File: src/verilog/pcie_ctrl_pkg.sv
`default_nettype none

package pcie_ctrl_pkg;

  // Egress datapath widths
  typedef logic [31:0] word_t;
  typedef logic [9:0]  tlp_len_t;
  typedef logic [7:0]  tag_t;
  typedef logic [7:0]  msi_vec_t;

  // Which block source owns the egress engine
  typedef enum logic {
    SRC_CTRL = 1'b0,
    SRC_DATA = 1'b1
  } src_t;

  typedef enum logic [1:0] {
    EG_IDLE,
    EG_HEADER,
    EG_DATA,
    EG_DONE
  } egress_state_t;

  typedef enum logic {
    MSI_IDLE,
    MSI_SEND
  } msi_state_t;

  // Command byte of the header word, bits 31:24
  localparam logic [7:0] TLP_CMD_MEM_WR = 8'h40;
  // ASCII "PING", first word of a ping response
  localparam word_t      RESP_PING_ACK  = 32'h5049_4E47;
  localparam msi_vec_t   MSI_VEC_CTRL   = 8'd0;
  localparam msi_vec_t   MSI_VEC_DATA   = 8'd1;

endpackage

`default_nettype wire

File: src/verilog/block_buffer.sv
`timescale 1ns/1ns
`default_nettype none

module block_buffer
  import pcie_ctrl_pkg::*;
#(
  parameter int BUF_DEPTH_LOG2 = 4
)(
  input  logic     clk_62p5,
  input  logic     pcie_reset,
  input  logic     i_wr_stb,
  input  word_t    i_wr_data,
  input  logic     i_commit,
  output logic     o_full,
  output logic     o_rd_rdy,
  input  logic     i_rd_act,
  output tlp_len_t o_rd_size,
  input  logic     i_rd_stb,
  output word_t    o_rd_data
);

  localparam int DEPTH = 2 ** BUF_DEPTH_LOG2;

  word_t                   mem [DEPTH];
  logic [BUF_DEPTH_LOG2:0] wr_cnt;
  logic [BUF_DEPTH_LOG2-1:0] rd_ptr;
  logic                    committed;
  logic                    reading;
  logic                    wr_en;

  // Count hits DEPTH only once every address holds a word
  assign o_full = wr_cnt[BUF_DEPTH_LOG2];
  assign wr_en  = i_wr_stb && !committed && !o_full;

  always_ff @(posedge clk_62p5) begin
    if (wr_en) begin
      mem[wr_cnt[BUF_DEPTH_LOG2-1:0]] <= i_wr_data;
    end
  end

  always_ff @(posedge clk_62p5) begin
    if (pcie_reset) begin
      wr_cnt    <= '0;
      rd_ptr    <= '0;
      committed <= 1'b0;
      reading   <= 1'b0;
    end else if (committed) begin
      if (reading && !i_rd_act) begin
        // Reader let go, buffer is free for the next block
        wr_cnt    <= '0;
        rd_ptr    <= '0;
        committed <= 1'b0;
        reading   <= 1'b0;
      end else begin
        if (i_rd_act) begin
          reading <= 1'b1;
        end
        if (i_rd_act && i_rd_stb) begin
          rd_ptr <= rd_ptr + 1'b1;
        end
      end
    end else begin
      if (wr_en) begin
        wr_cnt <= wr_cnt + 1'b1;
      end
      // Empty block is never offered
      if (i_commit && (wr_en || wr_cnt != '0)) begin
        committed <= 1'b1;
      end
    end
  end

  assign o_rd_rdy  = committed && !reading;
  assign o_rd_size = tlp_len_t'(wr_cnt);
  // First word fall through
  assign o_rd_data = mem[rd_ptr];

endmodule

`default_nettype wire

File: src/verilog/ctrl_responder.sv
`timescale 1ns/1ns
`default_nettype none

module ctrl_responder
  import pcie_ctrl_pkg::*;
(
  input  logic     clk_62p5,
  input  logic     pcie_reset,
  input  logic     i_cmd_ping_stb,
  input  word_t    i_ping_value,
  output logic     o_rd_rdy,
  input  logic     i_rd_act,
  output tlp_len_t o_rd_size,
  input  logic     i_rd_stb,
  output word_t    o_rd_data
);

  localparam tlp_len_t RESP_LEN = 10'd2;

  logic  pending;
  logic  reading;
  logic  word_idx;
  word_t ping_val;

  always_ff @(posedge clk_62p5) begin
    if (i_cmd_ping_stb && !pending) begin
      ping_val <= i_ping_value;
    end
  end

  always_ff @(posedge clk_62p5) begin
    if (pcie_reset) begin
      pending  <= 1'b0;
      reading  <= 1'b0;
      word_idx <= 1'b0;
    end else if (!pending) begin
      // Pings only land when no response is waiting
      if (i_cmd_ping_stb) begin
        pending  <= 1'b1;
        word_idx <= 1'b0;
      end
    end else if (reading && !i_rd_act) begin
      pending <= 1'b0;
      reading <= 1'b0;
    end else begin
      if (i_rd_act) begin
        reading <= 1'b1;
      end
      if (i_rd_act && i_rd_stb) begin
        word_idx <= word_idx + 1'b1;
      end
    end
  end

  assign o_rd_rdy  = pending && !reading;
  assign o_rd_size = RESP_LEN;
  // Ack word, then echo of the ping value
  assign o_rd_data = word_idx ? ping_val : RESP_PING_ACK;

endmodule

`default_nettype wire

File: src/verilog/egress_arbiter.sv
`timescale 1ns/1ns
`default_nettype none

module egress_arbiter
  import pcie_ctrl_pkg::*;
(
  input  logic     clk_62p5,
  input  logic     pcie_reset,
  // Control source
  input  logic     i_ctrl_rdy,
  input  tlp_len_t i_ctrl_size,
  input  word_t    i_ctrl_data,
  output logic     o_ctrl_act,
  output logic     o_ctrl_stb,
  // User data source
  input  logic     i_dat_rdy,
  input  tlp_len_t i_dat_size,
  input  word_t    i_dat_data,
  output logic     o_dat_act,
  output logic     o_dat_stb,
  // Egress engine
  output logic     o_eg_rdy,
  output tlp_len_t o_eg_size,
  output word_t    o_eg_data,
  input  logic     i_eg_act,
  input  logic     i_eg_stb,
  output src_t     o_eg_src
);

  logic granted;
  src_t grant_src;
  logic act_q;
  logic sel_ctrl;
  logic sel_dat;

  always_ff @(posedge clk_62p5) begin
    if (pcie_reset) begin
      granted   <= 1'b0;
      grant_src <= SRC_CTRL;
      act_q     <= 1'b0;
    end else begin
      act_q <= i_eg_act;
      if (!granted) begin
        // Control traffic wins a tie
        if (i_ctrl_rdy) begin
          granted   <= 1'b1;
          grant_src <= SRC_CTRL;
        end else if (i_dat_rdy) begin
          granted   <= 1'b1;
          grant_src <= SRC_DATA;
        end
      end else if (act_q && !i_eg_act) begin
        granted <= 1'b0;
      end
    end
  end

  assign sel_ctrl = granted && (grant_src == SRC_CTRL);
  assign sel_dat  = granted && (grant_src == SRC_DATA);

  assign o_eg_rdy  = (sel_ctrl && i_ctrl_rdy) || (sel_dat && i_dat_rdy);
  assign o_eg_size = sel_ctrl ? i_ctrl_size : i_dat_size;
  assign o_eg_data = sel_ctrl ? i_ctrl_data : i_dat_data;
  assign o_eg_src  = grant_src;

  assign o_ctrl_act = sel_ctrl && i_eg_act;
  assign o_ctrl_stb = sel_ctrl && i_eg_stb;
  assign o_dat_act  = sel_dat && i_eg_act;
  assign o_dat_stb  = sel_dat && i_eg_stb;

endmodule

`default_nettype wire

File: src/verilog/msi_requester.sv
`timescale 1ns/1ns
`default_nettype none

module msi_requester
  import pcie_ctrl_pkg::*;
(
  input  logic     clk_62p5,
  input  logic     pcie_reset,
  input  logic     i_finished,
  input  src_t     i_finished_src,
  output logic     o_cfg_interrupt,
  output msi_vec_t o_cfg_interrupt_di,
  input  logic     i_cfg_interrupt_rdy
);

  msi_state_t state;

  always_ff @(posedge clk_62p5) begin
    if (i_finished && state == MSI_IDLE) begin
      o_cfg_interrupt_di <= (i_finished_src == SRC_CTRL) ? MSI_VEC_CTRL : MSI_VEC_DATA;
    end
  end

  always_ff @(posedge clk_62p5) begin
    if (pcie_reset) begin
      state           <= MSI_IDLE;
      o_cfg_interrupt <= 1'b0;
    end else begin
      case (state)
        MSI_IDLE: begin
          o_cfg_interrupt <= 1'b0;
          if (i_finished) begin
            state <= MSI_SEND;
          end
        end
        MSI_SEND: begin
          // Core only takes the request once it is on the line
          if (o_cfg_interrupt && i_cfg_interrupt_rdy) begin
            o_cfg_interrupt <= 1'b0;
            state           <= MSI_IDLE;
          end else begin
            o_cfg_interrupt <= 1'b1;
          end
        end
        default: begin
          state <= MSI_IDLE;
        end
      endcase
    end
  end

endmodule

`default_nettype wire

File: src/verilog/pcie_egress_top.sv
`timescale 1ns/1ns
`default_nettype none

module pcie_egress_top
  import pcie_ctrl_pkg::*;
#(
  parameter int BUF_DEPTH_LOG2 = 4
)(
  input  logic     clk_62p5,
  input  logic     pcie_reset,
  input  logic     i_cmd_ping_stb,
  input  word_t    i_ping_value,
  input  logic     i_data_stb,
  input  word_t    i_data,
  input  logic     i_data_commit,
  output logic     o_data_full,
  input  logic     i_tx_ready,
  output word_t    o_tx_data,
  output logic     o_tx_valid,
  output logic     o_tx_last,
  output logic     o_cfg_interrupt,
  output msi_vec_t o_cfg_interrupt_di,
  input  logic     i_cfg_interrupt_rdy
);

  logic     ctrl_rdy, ctrl_act, ctrl_stb;
  tlp_len_t ctrl_size;
  word_t    ctrl_data;
  logic     dat_rdy, dat_act, dat_stb;
  tlp_len_t dat_size;
  word_t    dat_data;
  logic     eg_rdy, eg_act, eg_stb;
  tlp_len_t eg_size;
  word_t    eg_data;
  src_t     eg_src;
  logic     finished;
  src_t     finished_src;

  ctrl_responder ctrl0 (
    .clk_62p5       (clk_62p5),
    .pcie_reset     (pcie_reset),
    .i_cmd_ping_stb (i_cmd_ping_stb),
    .i_ping_value   (i_ping_value),
    .o_rd_rdy       (ctrl_rdy),
    .i_rd_act       (ctrl_act),
    .o_rd_size      (ctrl_size),
    .i_rd_stb       (ctrl_stb),
    .o_rd_data      (ctrl_data)
  );

  block_buffer #(
    .BUF_DEPTH_LOG2 (BUF_DEPTH_LOG2)
  ) buf0 (
    .clk_62p5   (clk_62p5),
    .pcie_reset (pcie_reset),
    .i_wr_stb   (i_data_stb),
    .i_wr_data  (i_data),
    .i_commit   (i_data_commit),
    .o_full     (o_data_full),
    .o_rd_rdy   (dat_rdy),
    .i_rd_act   (dat_act),
    .o_rd_size  (dat_size),
    .i_rd_stb   (dat_stb),
    .o_rd_data  (dat_data)
  );

  egress_arbiter arb0 (
    .clk_62p5    (clk_62p5),
    .pcie_reset  (pcie_reset),
    .i_ctrl_rdy  (ctrl_rdy),
    .i_ctrl_size (ctrl_size),
    .i_ctrl_data (ctrl_data),
    .o_ctrl_act  (ctrl_act),
    .o_ctrl_stb  (ctrl_stb),
    .i_dat_rdy   (dat_rdy),
    .i_dat_size  (dat_size),
    .i_dat_data  (dat_data),
    .o_dat_act   (dat_act),
    .o_dat_stb   (dat_stb),
    .o_eg_rdy    (eg_rdy),
    .o_eg_size   (eg_size),
    .o_eg_data   (eg_data),
    .i_eg_act    (eg_act),
    .i_eg_stb    (eg_stb),
    .o_eg_src    (eg_src)
  );

  tlp_egress egress0 (
    .clk_62p5       (clk_62p5),
    .pcie_reset     (pcie_reset),
    .i_rdy          (eg_rdy),
    .i_size         (eg_size),
    .i_data         (eg_data),
    .i_src          (eg_src),
    .o_act          (eg_act),
    .o_stb          (eg_stb),
    .i_tx_ready     (i_tx_ready),
    .o_tx_data      (o_tx_data),
    .o_tx_valid     (o_tx_valid),
    .o_tx_last      (o_tx_last),
    .o_finished     (finished),
    .o_finished_src (finished_src)
  );

  msi_requester msi0 (
    .clk_62p5            (clk_62p5),
    .pcie_reset          (pcie_reset),
    .i_finished          (finished),
    .i_finished_src      (finished_src),
    .o_cfg_interrupt     (o_cfg_interrupt),
    .o_cfg_interrupt_di  (o_cfg_interrupt_di),
    .i_cfg_interrupt_rdy (i_cfg_interrupt_rdy)
  );

endmodule

`default_nettype wire

File: src/verilog/tlp_egress.sv
`timescale 1ns/1ns
`default_nettype none

module tlp_egress
  import pcie_ctrl_pkg::*;
(
  input  logic     clk_62p5,
  input  logic     pcie_reset,
  // Block read side, through the arbiter
  input  logic     i_rdy,
  input  tlp_len_t i_size,
  input  word_t    i_data,
  input  src_t     i_src,
  output logic     o_act,
  output logic     o_stb,
  // Transmit stream
  input  logic     i_tx_ready,
  output word_t    o_tx_data,
  output logic     o_tx_valid,
  output logic     o_tx_last,
  // Packet done
  output logic     o_finished,
  output src_t     o_finished_src
);

  egress_state_t state;
  tag_t          tag;
  tlp_len_t      word_cnt;
  word_t         header;

  always_ff @(posedge clk_62p5) begin
    if (pcie_reset) begin
      state    <= EG_IDLE;
      tag      <= '0;
      word_cnt <= '0;
    end else begin
      case (state)
        EG_IDLE: begin
          if (i_rdy) begin
            state    <= EG_HEADER;
            word_cnt <= '0;
          end
        end
        EG_HEADER: begin
          if (i_tx_ready) begin
            state <= EG_DATA;
          end
        end
        EG_DATA: begin
          if (i_tx_ready) begin
            word_cnt <= word_cnt + 1'b1;
            if (o_tx_last) begin
              state <= EG_DONE;
            end
          end
        end
        EG_DONE: begin
          // Tag wraps at 256
          tag   <= tag + 1'b1;
          state <= EG_IDLE;
        end
        default: begin
          state <= EG_IDLE;
        end
      endcase
    end
  end

  // Command, tag, six zero bits, length
  assign header = {TLP_CMD_MEM_WR, tag, 6'b0, i_size};

  // Block stays held over the header cycle as well
  assign o_act      = (state == EG_HEADER) || (state == EG_DATA);
  assign o_tx_valid = o_act;
  assign o_tx_data  = (state == EG_HEADER) ? header : i_data;
  assign o_tx_last  = (state == EG_DATA) && (word_cnt == i_size - 1'b1);

  // Source word only moves when the current one is taken
  assign o_stb = (state == EG_DATA) && i_tx_ready;

  assign o_finished     = (state == EG_DONE);
  assign o_finished_src = i_src;

endmodule

`default_nettype wire
File: config.mk
export PLATFORM = sky130hd
export DESIGN_NAME = pcie_egress_top
export DESIGN_NICKNAME = d
export VERILOG_FILES = /design/src/verilog/pcie_ctrl_pkg.sv /design/src/verilog/block_buffer.sv /design/src/verilog/ctrl_responder.sv /design/src/verilog/egress_arbiter.sv /design/src/verilog/msi_requester.sv /design/src/verilog/pcie_egress_top.sv /design/src/verilog/tlp_egress.sv
export SDC_FILE = /design/constraint.sdc
export NUM_CORES = 1
export LEC_CHECK = 0
export BUFFER_PORTS_ARGS = -buffer_cell sky130_fd_sc_hd__buf_2
export CAP_MARGIN = 20
export CORE_MARGIN = 2
export CORE_UTILIZATION = 45
export CTS_BUF_LIST = sky130_fd_sc_hd__clkbuf_8
export DETAILED_ROUTE_END_ITERATION = 10
export PLACE_DENSITY_LB_ADDON = 0.08
export SYNTH_ARGS = -nofsm -noshare
export SYNTH_HDL_FRONTEND = slang
export SYNTH_SLANG_ARGS = --single-unit
export TNS_END_PERCENT = 1
File: constraint.sdc
create_clock -name clk_62p5 -period 10.9 [get_ports clk_62p5]
set_input_delay 0.545 -clock clk_62p5 [delete_from_list [all_inputs] [get_ports clk_62p5]]
set_output_delay 0.545 -clock clk_62p5 [all_outputs]
set_load 0.01 [all_outputs]
After elaboration in Yosys (flattened, before gate mapping)
Memory sizes are Yosys's and may differ from the RTL's. A register that Yosys moved wholly into a read port is not among the register bits. Index checks and enable logic that the tools add are counted.

$add $sub $neg: 6. Multiply operators: 0. Divide/modulo/power cells: 0. Magnitude comparators: 0. Equal/unequal tests: 11. Shift-type cells: 0. Mux-type cells: 46. Bitwise logic cells: 3. Reductions and logical operators: 51.

Operators with widths (number): $mux 32 (3); $mux 1 (25); $logic_and 1x1->1 (23); $mux 10 (2); $mux 5 (4); $pmux 10 s2 (1); $mux 4 (4); $ne 2x2->1 const B (7); $reduce_bool 2->1 (7); $add 10x1->10 const B (1); $eq 10x10->1 (1); $reduce_and 2->1 (5); $add 8x1->8 const B (1); $logic_not 1->1 (8); $mux 2 (4); $pmux 2 s4 (1); $reduce_and 3->1 (2); $sub 5x1->6 const B (1); $add 5x1->5 const B (1); $reduce_bool 5->1 (1); $add 4x1->4 const B (1); $eq 2x2->1 const B (2); $pmux 1 s2 (2); $reduce_and 4->1 (1); 5 further kinds (9).

Register bits after elaboration: 79. Latch bits: 0. Bits in writable memories: 512. Memory bits (read-only): 0. Logic and storage cells: 135. Memories kept: 1.

Memories: buf0.mem (words 16, bits a word 32, read ports 1, clocked after Yosys merged registers in 1, wr ports 1, RTL line block_buffer.sv:24) `word_t mem [DEPTH];`.

Longest topological paths before layout
Gate-level depths: netlist of run 1.

Depth in word-level cells: 9. Mapped depth: 11. Gate-level depth less buffers: 9.

Modules after synthesis
Synthesis of run 1 repeated with hierarchy kept, for this count alone.

Cells, all modules: 1256. Area, all modules: 23921.7 um2.

Modules (own cells, without submodules): block_buffer (instances 1, cells each 882, area an instance 19879.1 um2); tlp_egress (instances 1, cells each 198, area an instance 1621.6 um2); ctrl_responder (instances 1, cells each 94, area an instance 1410.1 um2); egress_arbiter (instances 1, cells each 66, area an instance 852.1 um2); msi_requester (instances 1, cells each 16, area an instance 158.9 um2).

Least setup slack after synthesis of run 1
No wires, ideal clock.

Path type: register to register. Start point: reg buf0.wr_cnt[4]. End point: mem buf0.mem[3][0] (netlist bit), enable pin. Library setup time: 461 ps. Arrival time: 3251 ps. Data required time: 10439 ps. Setup slack: 7188 ps. Stages on the path, launching flop included: 7. Path buffers: 2. Period minus slack after synthesis: 3712 ps. Cell sequence: dfxtp_1 -> clkbuf_1 -> nor2_1 -> and2_1 -> clkbuf_1 -> nand2_1 -> nor3_1.

Longest elaborated chain between the ends: 4.

Ends and longest elaborated chain: start, declared (RTL line block_buffer.sv:25) `logic [BUF_DEPTH_LOG2:0] wr_cnt;`; start signal, assigned (RTL line block_buffer.sv:64) `wr_cnt <= wr_cnt + 1'b1;`; $logic_not 1->1 (RTL line block_buffer.sv:33) `assign wr_en = i_wr_stb && !committed && !o_full;`; $logic_and 1x1->1 (RTL line block_buffer.sv:33); $mux 1 (RTL line block_buffer.sv:36) `if (wr_en) begin`; $mux 1 (implied by the code) (RTL line block_buffer.sv:37) `mem[wr_cnt[BUF_DEPTH_LOG2-1:0]] <= i_wr_data;`; end, declared (RTL line block_buffer.sv:24).

No other way between the ends.

==> impl_metrics.json, run 1 <==
{
  "grt_pass1_vias": 12200,
  "nets": 1440,
  "drc": 0,
  "grt_max_degree": 51,
  "ys.flop_type": "edfxtp_1",
  "die_x_um": 231,
  "syn_area_per_cell_um2": 19.9,
  "p_per_area_nw_per_um2": 170,
  "postSynthCellCount": 1163,
  "multi_input_area_um2": 5620,
  "synthMostInstantiatedCell": "edfxtp_1",
  "clk_path_buf_depth": 3,
  "grt-ovfl-total": 0,
  "yosysWarnings": 0,
  "whs_ps": 55.1,
  "power_mw": 4.50,
  "root_buffer": "clkbuf_8",
  "postPlaceCellArea_um2": 24500,
  "drtIter0Drc": 928,
  "pre_cts_ws_ps": 6710,
  "fin_tns_setup_ps": 0,
  "fin_area_um2": 26500,
  "rsz0062_at_grt": "no",
  "dp_hpwl_mm": 27.6,
  "synth_edf_count": 545,
  "post-route-period-util_pct": 43.8,
  "maxSlewHeadroom_pct": 32.4,
  "core_um2": 51000,
  "synth_common_cells": "edfxtp_1, mux4_2, nor2_1",
  "finalSetupViolCount": 0,
  "grt_pass1_wl_mm": 79.8,
  "fillers": 4109,
  "firstDrtPassIters": 5,
  "synth_area_leaders": "edfxtp_1, mux4_2, dfxtp_1",
  "leakage_nw": 8.50,
  "portBuffers": 107,
  "cts_sinks": 588,
  "clk_pin_slew_ps": 60,
  "antenna_found_initial": 3,
  "num_rows": 83,
  "synth_cell_types": 46,
  "regArea_um2": 17200,
  "finClkSkew_ps": 21.4,
  "maxCapViolCount": 0,
  "initial_core_util_pct": 45.3,
  "ys_ff_latch": 588,
  "layoutNonFillerInstCount": 2105,
  "place_inst": 1908,
  "ant_nets": 0,
  "post-cts-setup-buffers": 0,
  "cp_data_required_time_ps": 10360,
  "die-area_um2": 53200,
  "critPathCaptureType": "output port",
  "worst_ir_drop_vdd_mv": 0.101,
  "worstPathMaxFanout": 49,
  "cts_tree": "yes",
  "yosysTopAreaCellShare_pct": 70.8,
  "drive_gt1_share_pct": 30.1,
  "slew_viol_final": 0,
  "max_freq_mhz": 209,
  "period_needed_ps": 4770,
  "hold_violations": 0,
  "vias": 11800,
  "setup_ws_ps": 6130,
  "syn_area_um2": 23100,
  "cts_made_buffers": 97,
  "crit_arrival_ps": 4230,
  "finish.utilization_pct": 51.9,
  "grt_usage_pct": 20.8,
  "ios": 115,
  "yosys.area.top_type": "edfxtp_1",
  "clk_latency_ps": 690,
  "via_per_inst": 5.60,
  "routed_wl_mm": 54.4,
  "ys_seq_area_share_pct": 74.5,
  "path_class": "flip-flop to output port",
  "place_congestion": 0.739,
  "wl_per_cell_um": 25.9,
  "cts_resized": 0,
  "area_growth_pct": 14.5,
  "die_y_um": 231,
  "worst_pin_slew_ps": 1010,
  "cp-start-kind": "flip-flop",
  "hp-class": "primary input to flip-flop",
  "async_flop_share_pct": 0,
  "status": "complete, no violations",
  "htreeDepth": 3
}
metal layers:
metal / GRT usage [%] / vias to the layer above / wire, um
met5: 0 / - / 25
met4: 5.20 / 4 / 938
met3: 3.90 / 86 / 2840
met2: 33.9 / 359 / 26300
met1: 29.3 / 6209 / 24300
li1: - / 5120 / -
sequential cells by signal, summed over array words and instances, names as in the netlist, named ones only:
register                 cells
arb0.act_q                   1
arb0.granted                 1
arb0.o_eg_src                1
buf0.committed               1
buf0.mem                   512
buf0.rd_ptr                  4
buf0.reading                 1
buf0.wr_cnt                  5
ctrl0.pending                1
ctrl0.ping_val              32
ctrl0.reading                1
ctrl0.word_idx               1
egress0.state                2
egress0.tag                  8
egress0.word_cnt            10
msi0.o_cfg_interrupt         1
msi0.o_cfg_interrupt_di      1
msi0.state                   1
layout by cell type (no fill, tap or decap), drive strengths merged, types with 6 or more instances in the layout:
cell type	instances
nand3b	13
mux4	160
dlygate4sd3	30
a21oi	35
o21ai	35
nand3	23
nand2	50
buf	132
nor2	59
clkinv	25
conb	7
edfxtp	545
xor2	15
xnor2	6
dfxtp	43
nor3	8
clkbuf	98
nand4	10
ha	12
and3	13
inv	58
cells by family after synthesis:
| kind of cell | count (synthesis) | share of synthesized area, % |
|---|---|---|
| flip-flops | 588 | 74.5 |
| adder cells (fa/ha/maj) | 12 | 0.650 |
| multiplexers | 164 | 15.8 |
| AND/OR/NAND/NOR | 198 | 4.11 |
| XOR/XNOR | 21 | 0.796 |
| other | 1 | 0.0162 |
| buffers and inverters | 88 | 1.78 |
| AO/OA/AOI/OAI | 91 | 2.33 |
what timing repair did:
item / 4_1_cts / 5_1_grt
hold buffers: 30 / 0
endpoints found under the hold margin: 30 / 0
endpoints found under the setup margin: 0 / 0
final timing paths:
| kind | startpoint | end | slack [ps] | depth (start not counted) |
|---|---|---|---|---|
| worst max-delay path | flip-flop | o_tx_data[22] | 6130 | 6 |
| worst min-delay path | i_ping_value[22] | ctrl0.ping_val[22] | 60 | 1 |
| worst max register to register | buf0.wr_cnt[0] | buf0.mem[0][21] | 8060 | 5 |
| worst min register to register | arb0.act_q | arb0.granted | 450 | 1 |
critical path, cell delays in order (launching register included):
cell,delay [ps]
dfxtp_4,930
buf_4,910
mux4_2,600
mux4_2,480
o21ai_1,290
o21ai_1,110
buf_2,170
where the power goes:
| group | switching, mW | total, mW | internal (mW) |
|---|---|---|---|
| registers | 0.0135 | 2.51 | 2.50 |
| clock network | 0.855 | 1.69 | 0.835 |
| logic | 0.196 | 0.295 | 0.0985 |
| total | 1.06 | 4.50 | 3.43 |
layout make-up:
cell class,instances,share of cell area (%)
Sequential cell,588,65.2
Multi-Input combinational cell,493,21.3
Timing Repair Buffer,162,3.87
Tap cell,680,3.22
Clock inverter,68,1.16
Clock buffer,98,5.10
Inverter,15,0.213
Antenna cell,1,0.00946
(Power assumes the default switching activity.)
==> run 2: changes to the inputs <==
==> constraint.sdc (replaced) <==
create_clock -name clk_62p5 -period 4.3 [get_ports clk_62p5]
set_input_delay 0.215 -clock clk_62p5 [delete_from_list [all_inputs] [get_ports clk_62p5]]
set_output_delay 0.215 -clock clk_62p5 [all_outputs]
set_load 0.01 [all_outputs]
==> run 2 against run 1 <==
  * Final area is 2.1% higher
  * Routed wire length is 1.4% higher
  * Setup slack got worse by 5300 ps
  * Hold slack gained 190 ps
  * Critical path type unchanged
==> impl_metrics.json, run 2 (synthesis results as in run 1) <==
{
  "htreeDepth": 3,
  "clk_path_buf_depth": 3,
  "status": "complete, no violations",
  "clk_latency_ps": 680,
  "final_common_cell": "edfxtp_1",
  "slew_viol_final": 0,
  "largest_reg_flops": 512,
  "initial_core_util_pct": 45.3,
  "p_per_area_nw_per_um2": 425,
  "dp_hpwl_mm": 29.6,
  "drtIter0Drc": 1213,
  "grt_max_degree": 52,
  "routed_wl_mm": 55.2,
  "final_cell_mix": "edfxtp_1, mux4_2, buf_2",
  "cts_tree": "yes",
  "max_freq_mhz": 287,
  "hold_violations": 0,
  "worst_pin_slew_ps": 1010,
  "r2r_slack_ps": 1700,
  "maxCapViolCount": 0,
  "drc": 0,
  "finClkSkew_ps": 35.5,
  "root_buffer": "clkbuf_8",
  "drive_gt1_share_pct": 30.0,
  "post-cts-setup-buffers": 0,
  "cts_sinks": 588,
  "vias": 12000,
  "grt_pass1_wl_mm": 81.6,
  "r2r-start": "buf0.wr_cnt[2]",
  "nets": 1490,
  "crit_arrival_ps": 3270,
  "place_congestion": 0.762,
  "antenna_found_initial": 3,
  "portBuffers": 107,
  "path_class": "flip-flop to output port",
  "die-area_um2": 53200,
  "cts_made_buffers": 97,
  "grt_usage_pct": 21.3,
  "firstDrtPassIters": 5,
  "via_per_inst": 5.56,
  "worstPathMaxFanout": 38,
  "period_needed_ps": 3490,
  "ant_nets": 0,
  "post-route-period-util_pct": 81.1,
  "die_x_um": 231,
  "grt-ovfl-total": 0,
  "die_y_um": 231,
  "clk_pin_slew_ps": 60,
  "num_rows": 83,
  "hp-class": "primary input to flip-flop",
  "finalSetupViolCount": 0,
  "leakage_nw": 8.70,
  "rsz0062_at_grt": "no",
  "maxSlewHeadroom_pct": 32.6,
  "critPathCaptureType": "output port",
  "whs_ps": 243,
  "wl_per_cell_um": 25.5,
  "ios": 115,
  "grt_pass1_vias": 12500,
  "cp-start-kind": "flip-flop",
  "fillers": 4104,
  "fin_tns_setup_ps": 0,
  "worst_ir_drop_vdd_mv": 0.252,
  "hp-start": "i_ping_value[2]",
  "core_um2": 51000,
  "cp_data_required_time_ps": 4090,
  "area_growth_pct": 16.9
}
run 2: worst paths after layout:
path / depth (start not counted) / to
worst max-delay path: 6 / o_tx_data[4]
worst min-delay path: 2 / ctrl0.ping_val[2]
worst max register to register: 3 / buf0.mem[6][12]
worst min register to register: 1 / arb0.granted
run 2: per-stage QoR:
| stage | util, % | std cells | worst slack (ps) | total power [mW] | area (um^2) |
|---|---|---|---|---|---|
| global placement | 48.3 | 1917 | 1440 | 7.22 | 24600 |
| global route | 53.0 | 2161 | 436 | 11.9 | 27000 |
| floorplan | - | 1169 | 588 | 6.88 | 23100 |
| finish | 53.0 | 2161 | 814 | 11.5 | 27000 |
| detailed placement | 48.3 | 1917 | 1450 | 7.23 | 24600 |
| CTS | 53.0 | 2159 | 707 | 11.6 | 27000 |
run 2: layer usage:
metal  vias up  GRT usage (%)  part of all wire [%]
li1       5234              -                     -
met1      6366           29.6                    44
met2       338           34.7                    49
met3        85           4.01                   5.2
met4         2           6.19                   2.0
met5         -              0                 0.020
run 2: layout make-up:
cell class / count / area (um^2) / area share [%]
Sequential cell: 588 / 17200 / 63.8
Multi-Input combinational cell: 493 / 5620 / 20.8
Timing Repair Buffer: 212 / 1560 / 5.79
Clock buffer: 99 / 1360 / 5.04
Tap cell: 680 / 851 / 3.15
Clock inverter: 72 / 317 / 1.17
Inverter: 15 / 56.3 / 0.208
Antenna cell: 2 / 5.00 / 0.0185
run 2: critical path, cell delays in order (launching register included):
cell and delay [ps]:
dfxtp_4 620, buf_12 330, mux4_2 560, mux4_2 530, a21oi_1 230, o21ai_1 90
buf_2 160
run 2: power by group:
group,internal [mW],total [mW],switching (mW)
Clock,2.13,4.32,2.18
Combinational,0.279,0.789,0.510
Sequential,6.33,6.37,0.0343
Total,8.74,11.5,2.73
run 2: repair_timing:
item	4_1_cts	5_1_grt
hold endpoints to repair	570	0
hold buffers	71	0
gates resized for setup	0	0
==> run 3: changes to the inputs <==
==> constraint.sdc (replaced) <==
create_clock -name clk_62p5 -period 3.4 [get_ports clk_62p5]
set_input_delay 0.17 -clock clk_62p5 [delete_from_list [all_inputs] [get_ports clk_62p5]]
set_output_delay 0.17 -clock clk_62p5 [all_outputs]
set_load 0.01 [all_outputs]
==> run 3 against run 2 <==
  * Count of clock-buffer cells in the layout is 4 higher
  * Total power up 29%
  * Final area is 1.1% higher
  * Via count up 0.84%
  * Sequential share of layout area decreased by 0.66 points
  * Die area is the same
  * Sequential power rose by 26%
  * Critical path depth unchanged
  * Sequential cell count unchanged
  * Hold slack lost 33 ps
  * Critical path type unchanged
==> impl_metrics.json, run 3 (synthesis results as in run 1) <==
{
  "portBuffers": 107,
  "drc": 0,
  "maxCapViolCount": 0,
  "path_class": "flip-flop to output port",
  "post-route-period-util_pct": 93.4,
  "final_cell_mix": "edfxtp_1, mux4_2, buf_2",
  "antenna_found_initial": 0,
  "critPathCaptureType": "output port",
  "routed_wl_mm": 55.3,
  "firstDrtPassIters": 5,
  "finClkSkew_ps": 42.6,
  "die_y_um": 231,
  "cts_tree": "yes",
  "cp-start-kind": "flip-flop",
  "clk_latency_ps": 680,
  "hold_violations": 0,
  "fin_tns_setup_ps": 0,
  "dp_hpwl_mm": 29.6,
  "max_freq_mhz": 315,
  "place_inst": 1925,
  "worstPathMaxFanout": 31,
  "area_growth_pct": 18.1,
  "num_rows": 83,
  "grt-ovfl-total": 0,
  "hp-class": "primary input to flip-flop",
  "status": "complete, no violations",
  "finish.utilization_pct": 53.5,
  "root_buffer": "clkbuf_8",
  "drive_gt1_share_pct": 30.2,
  "ios": 115,
  "cts_made_buffers": 98,
  "postPlaceCellArea_um2": 24800,
  "layoutNonFillerInstCount": 2179,
  "setup_ws_ps": 224,
  "clk_pin_slew_ps": 60,
  "final_common_cell": "edfxtp_1",
  "core_um2": 51000,
  "worst_pin_slew_ps": 915,
  "wl_per_cell_um": 25.4,
  "cp_data_required_time_ps": 3230,
  "cts_sinks": 588,
  "worst_ir_drop_vdd_mv": 0.377,
  "htreeDepth": 3,
  "clk_path_buf_depth": 3,
  "pre_cts_ws_ps": 721,
  "largest_reg_flops": 512,
  "nets": 1502,
  "via_per_inst": 5.56,
  "grt_usage_pct": 21.3,
  "fin_area_um2": 27300,
  "maxSlewHeadroom_pct": 38.3,
  "die_x_um": 231,
  "antennaDiodeCount": 0,
  "grt_pass1_wl_mm": 81.8,
  "grt_pass1_vias": 12600,
  "place_congestion": 0.734,
  "initial_core_util_pct": 45.3,
  "die-area_um2": 53200,
  "crit_arrival_ps": 3010,
  "drtIter0Drc": 927,
  "leakage_nw": 8.88,
  "p_per_area_nw_per_um2": 540,
  "finalSetupViolCount": 0,
  "ant_nets": 0,
  "slew_viol_final": 0,
  "vias": 12100,
  "period_needed_ps": 3180,
  "grt_max_degree": 46,
  "rsz0062_at_grt": "no"
}
==> run 3: cell types whose count changed in the layout (fill, tap and decap cells not counted), moves of 3 or more <==
cell	previous run	this run
inv_1	44	55
buf_12	5	13
clkinvlp_4	6	1
clkbuf_8	99	103
clkinv_2	9	6
==> run 3: path summary, 6_finish.rpt <==
kind                    startpoint            endpoint  slack (ps)  cells after the start
hold / removal    i_ping_value[10]  ctrl0.ping_val[10]         210                      2
setup / recovery         flip-flop       o_tx_data[18]         220                      6
hold reg to reg         arb0.act_q        arb0.granted         440                      1
setup reg to reg    buf0.wr_cnt[4]     buf0.mem[2][12]        1030                      5
==> run 3: per-layer routing <==
layer  up-vias  global-route usage (%)  share of wire [%]
li1       5253                       -                  -
met1      6448                    30.4                 45
met2       326                    34.0                 48
met3        99                    3.84                4.4
met4         0                    6.07                2.0
met5         -                       0                  0
==> run 3: timing repair <==
action	4_1_cts	5_1_grt
pin swaps	0	0
hold buffers	72	0
setup buffers	2	0
setup endpoints to repair	1	1
hold endpoints to repair	582	0
gates resized for setup	0	1
==> run 3: power breakdown <==
group / internal (mW) / switching (mW) / leakage, nW
Clock: 2.94 / 2.76 / 1.05
Combinational: 0.357 / 0.641 / 2.54
Sequential: 8.01 / 0.0437 / 5.29
Total: 11.3 / 3.45 / 8.88
==> run 3: per-stage QoR <==
stage	power, mW	hold WS (ps)
after floorplan	8.70	269
after global routing	15.3	156
final	14.7	211
after CTS	14.9	140
after global placement	9.13	347
after detailed placement	9.14	348
==> run 3: area by class of cell <==
cell class | instances | area [um^2]
Clock buffer | 103 | 1420
Multi-Input combinational cell | 493 | 5630
Fill cell | 4109 | 23700
Clock inverter | 77 | 358
Inverter | 15 | 56.3
Timing Repair Buffer | 223 | 1750
Tap cell | 680 | 851
Sequential cell | 588 | 17200
==> run 3: critical path: stages, from the launching register on <==
cell     delay [ps]
dfxtp_4         470
buf_12          300
mux4_2          550
mux4_2          510
a21oi_1         240
o21ai_1          90
buf_2           180
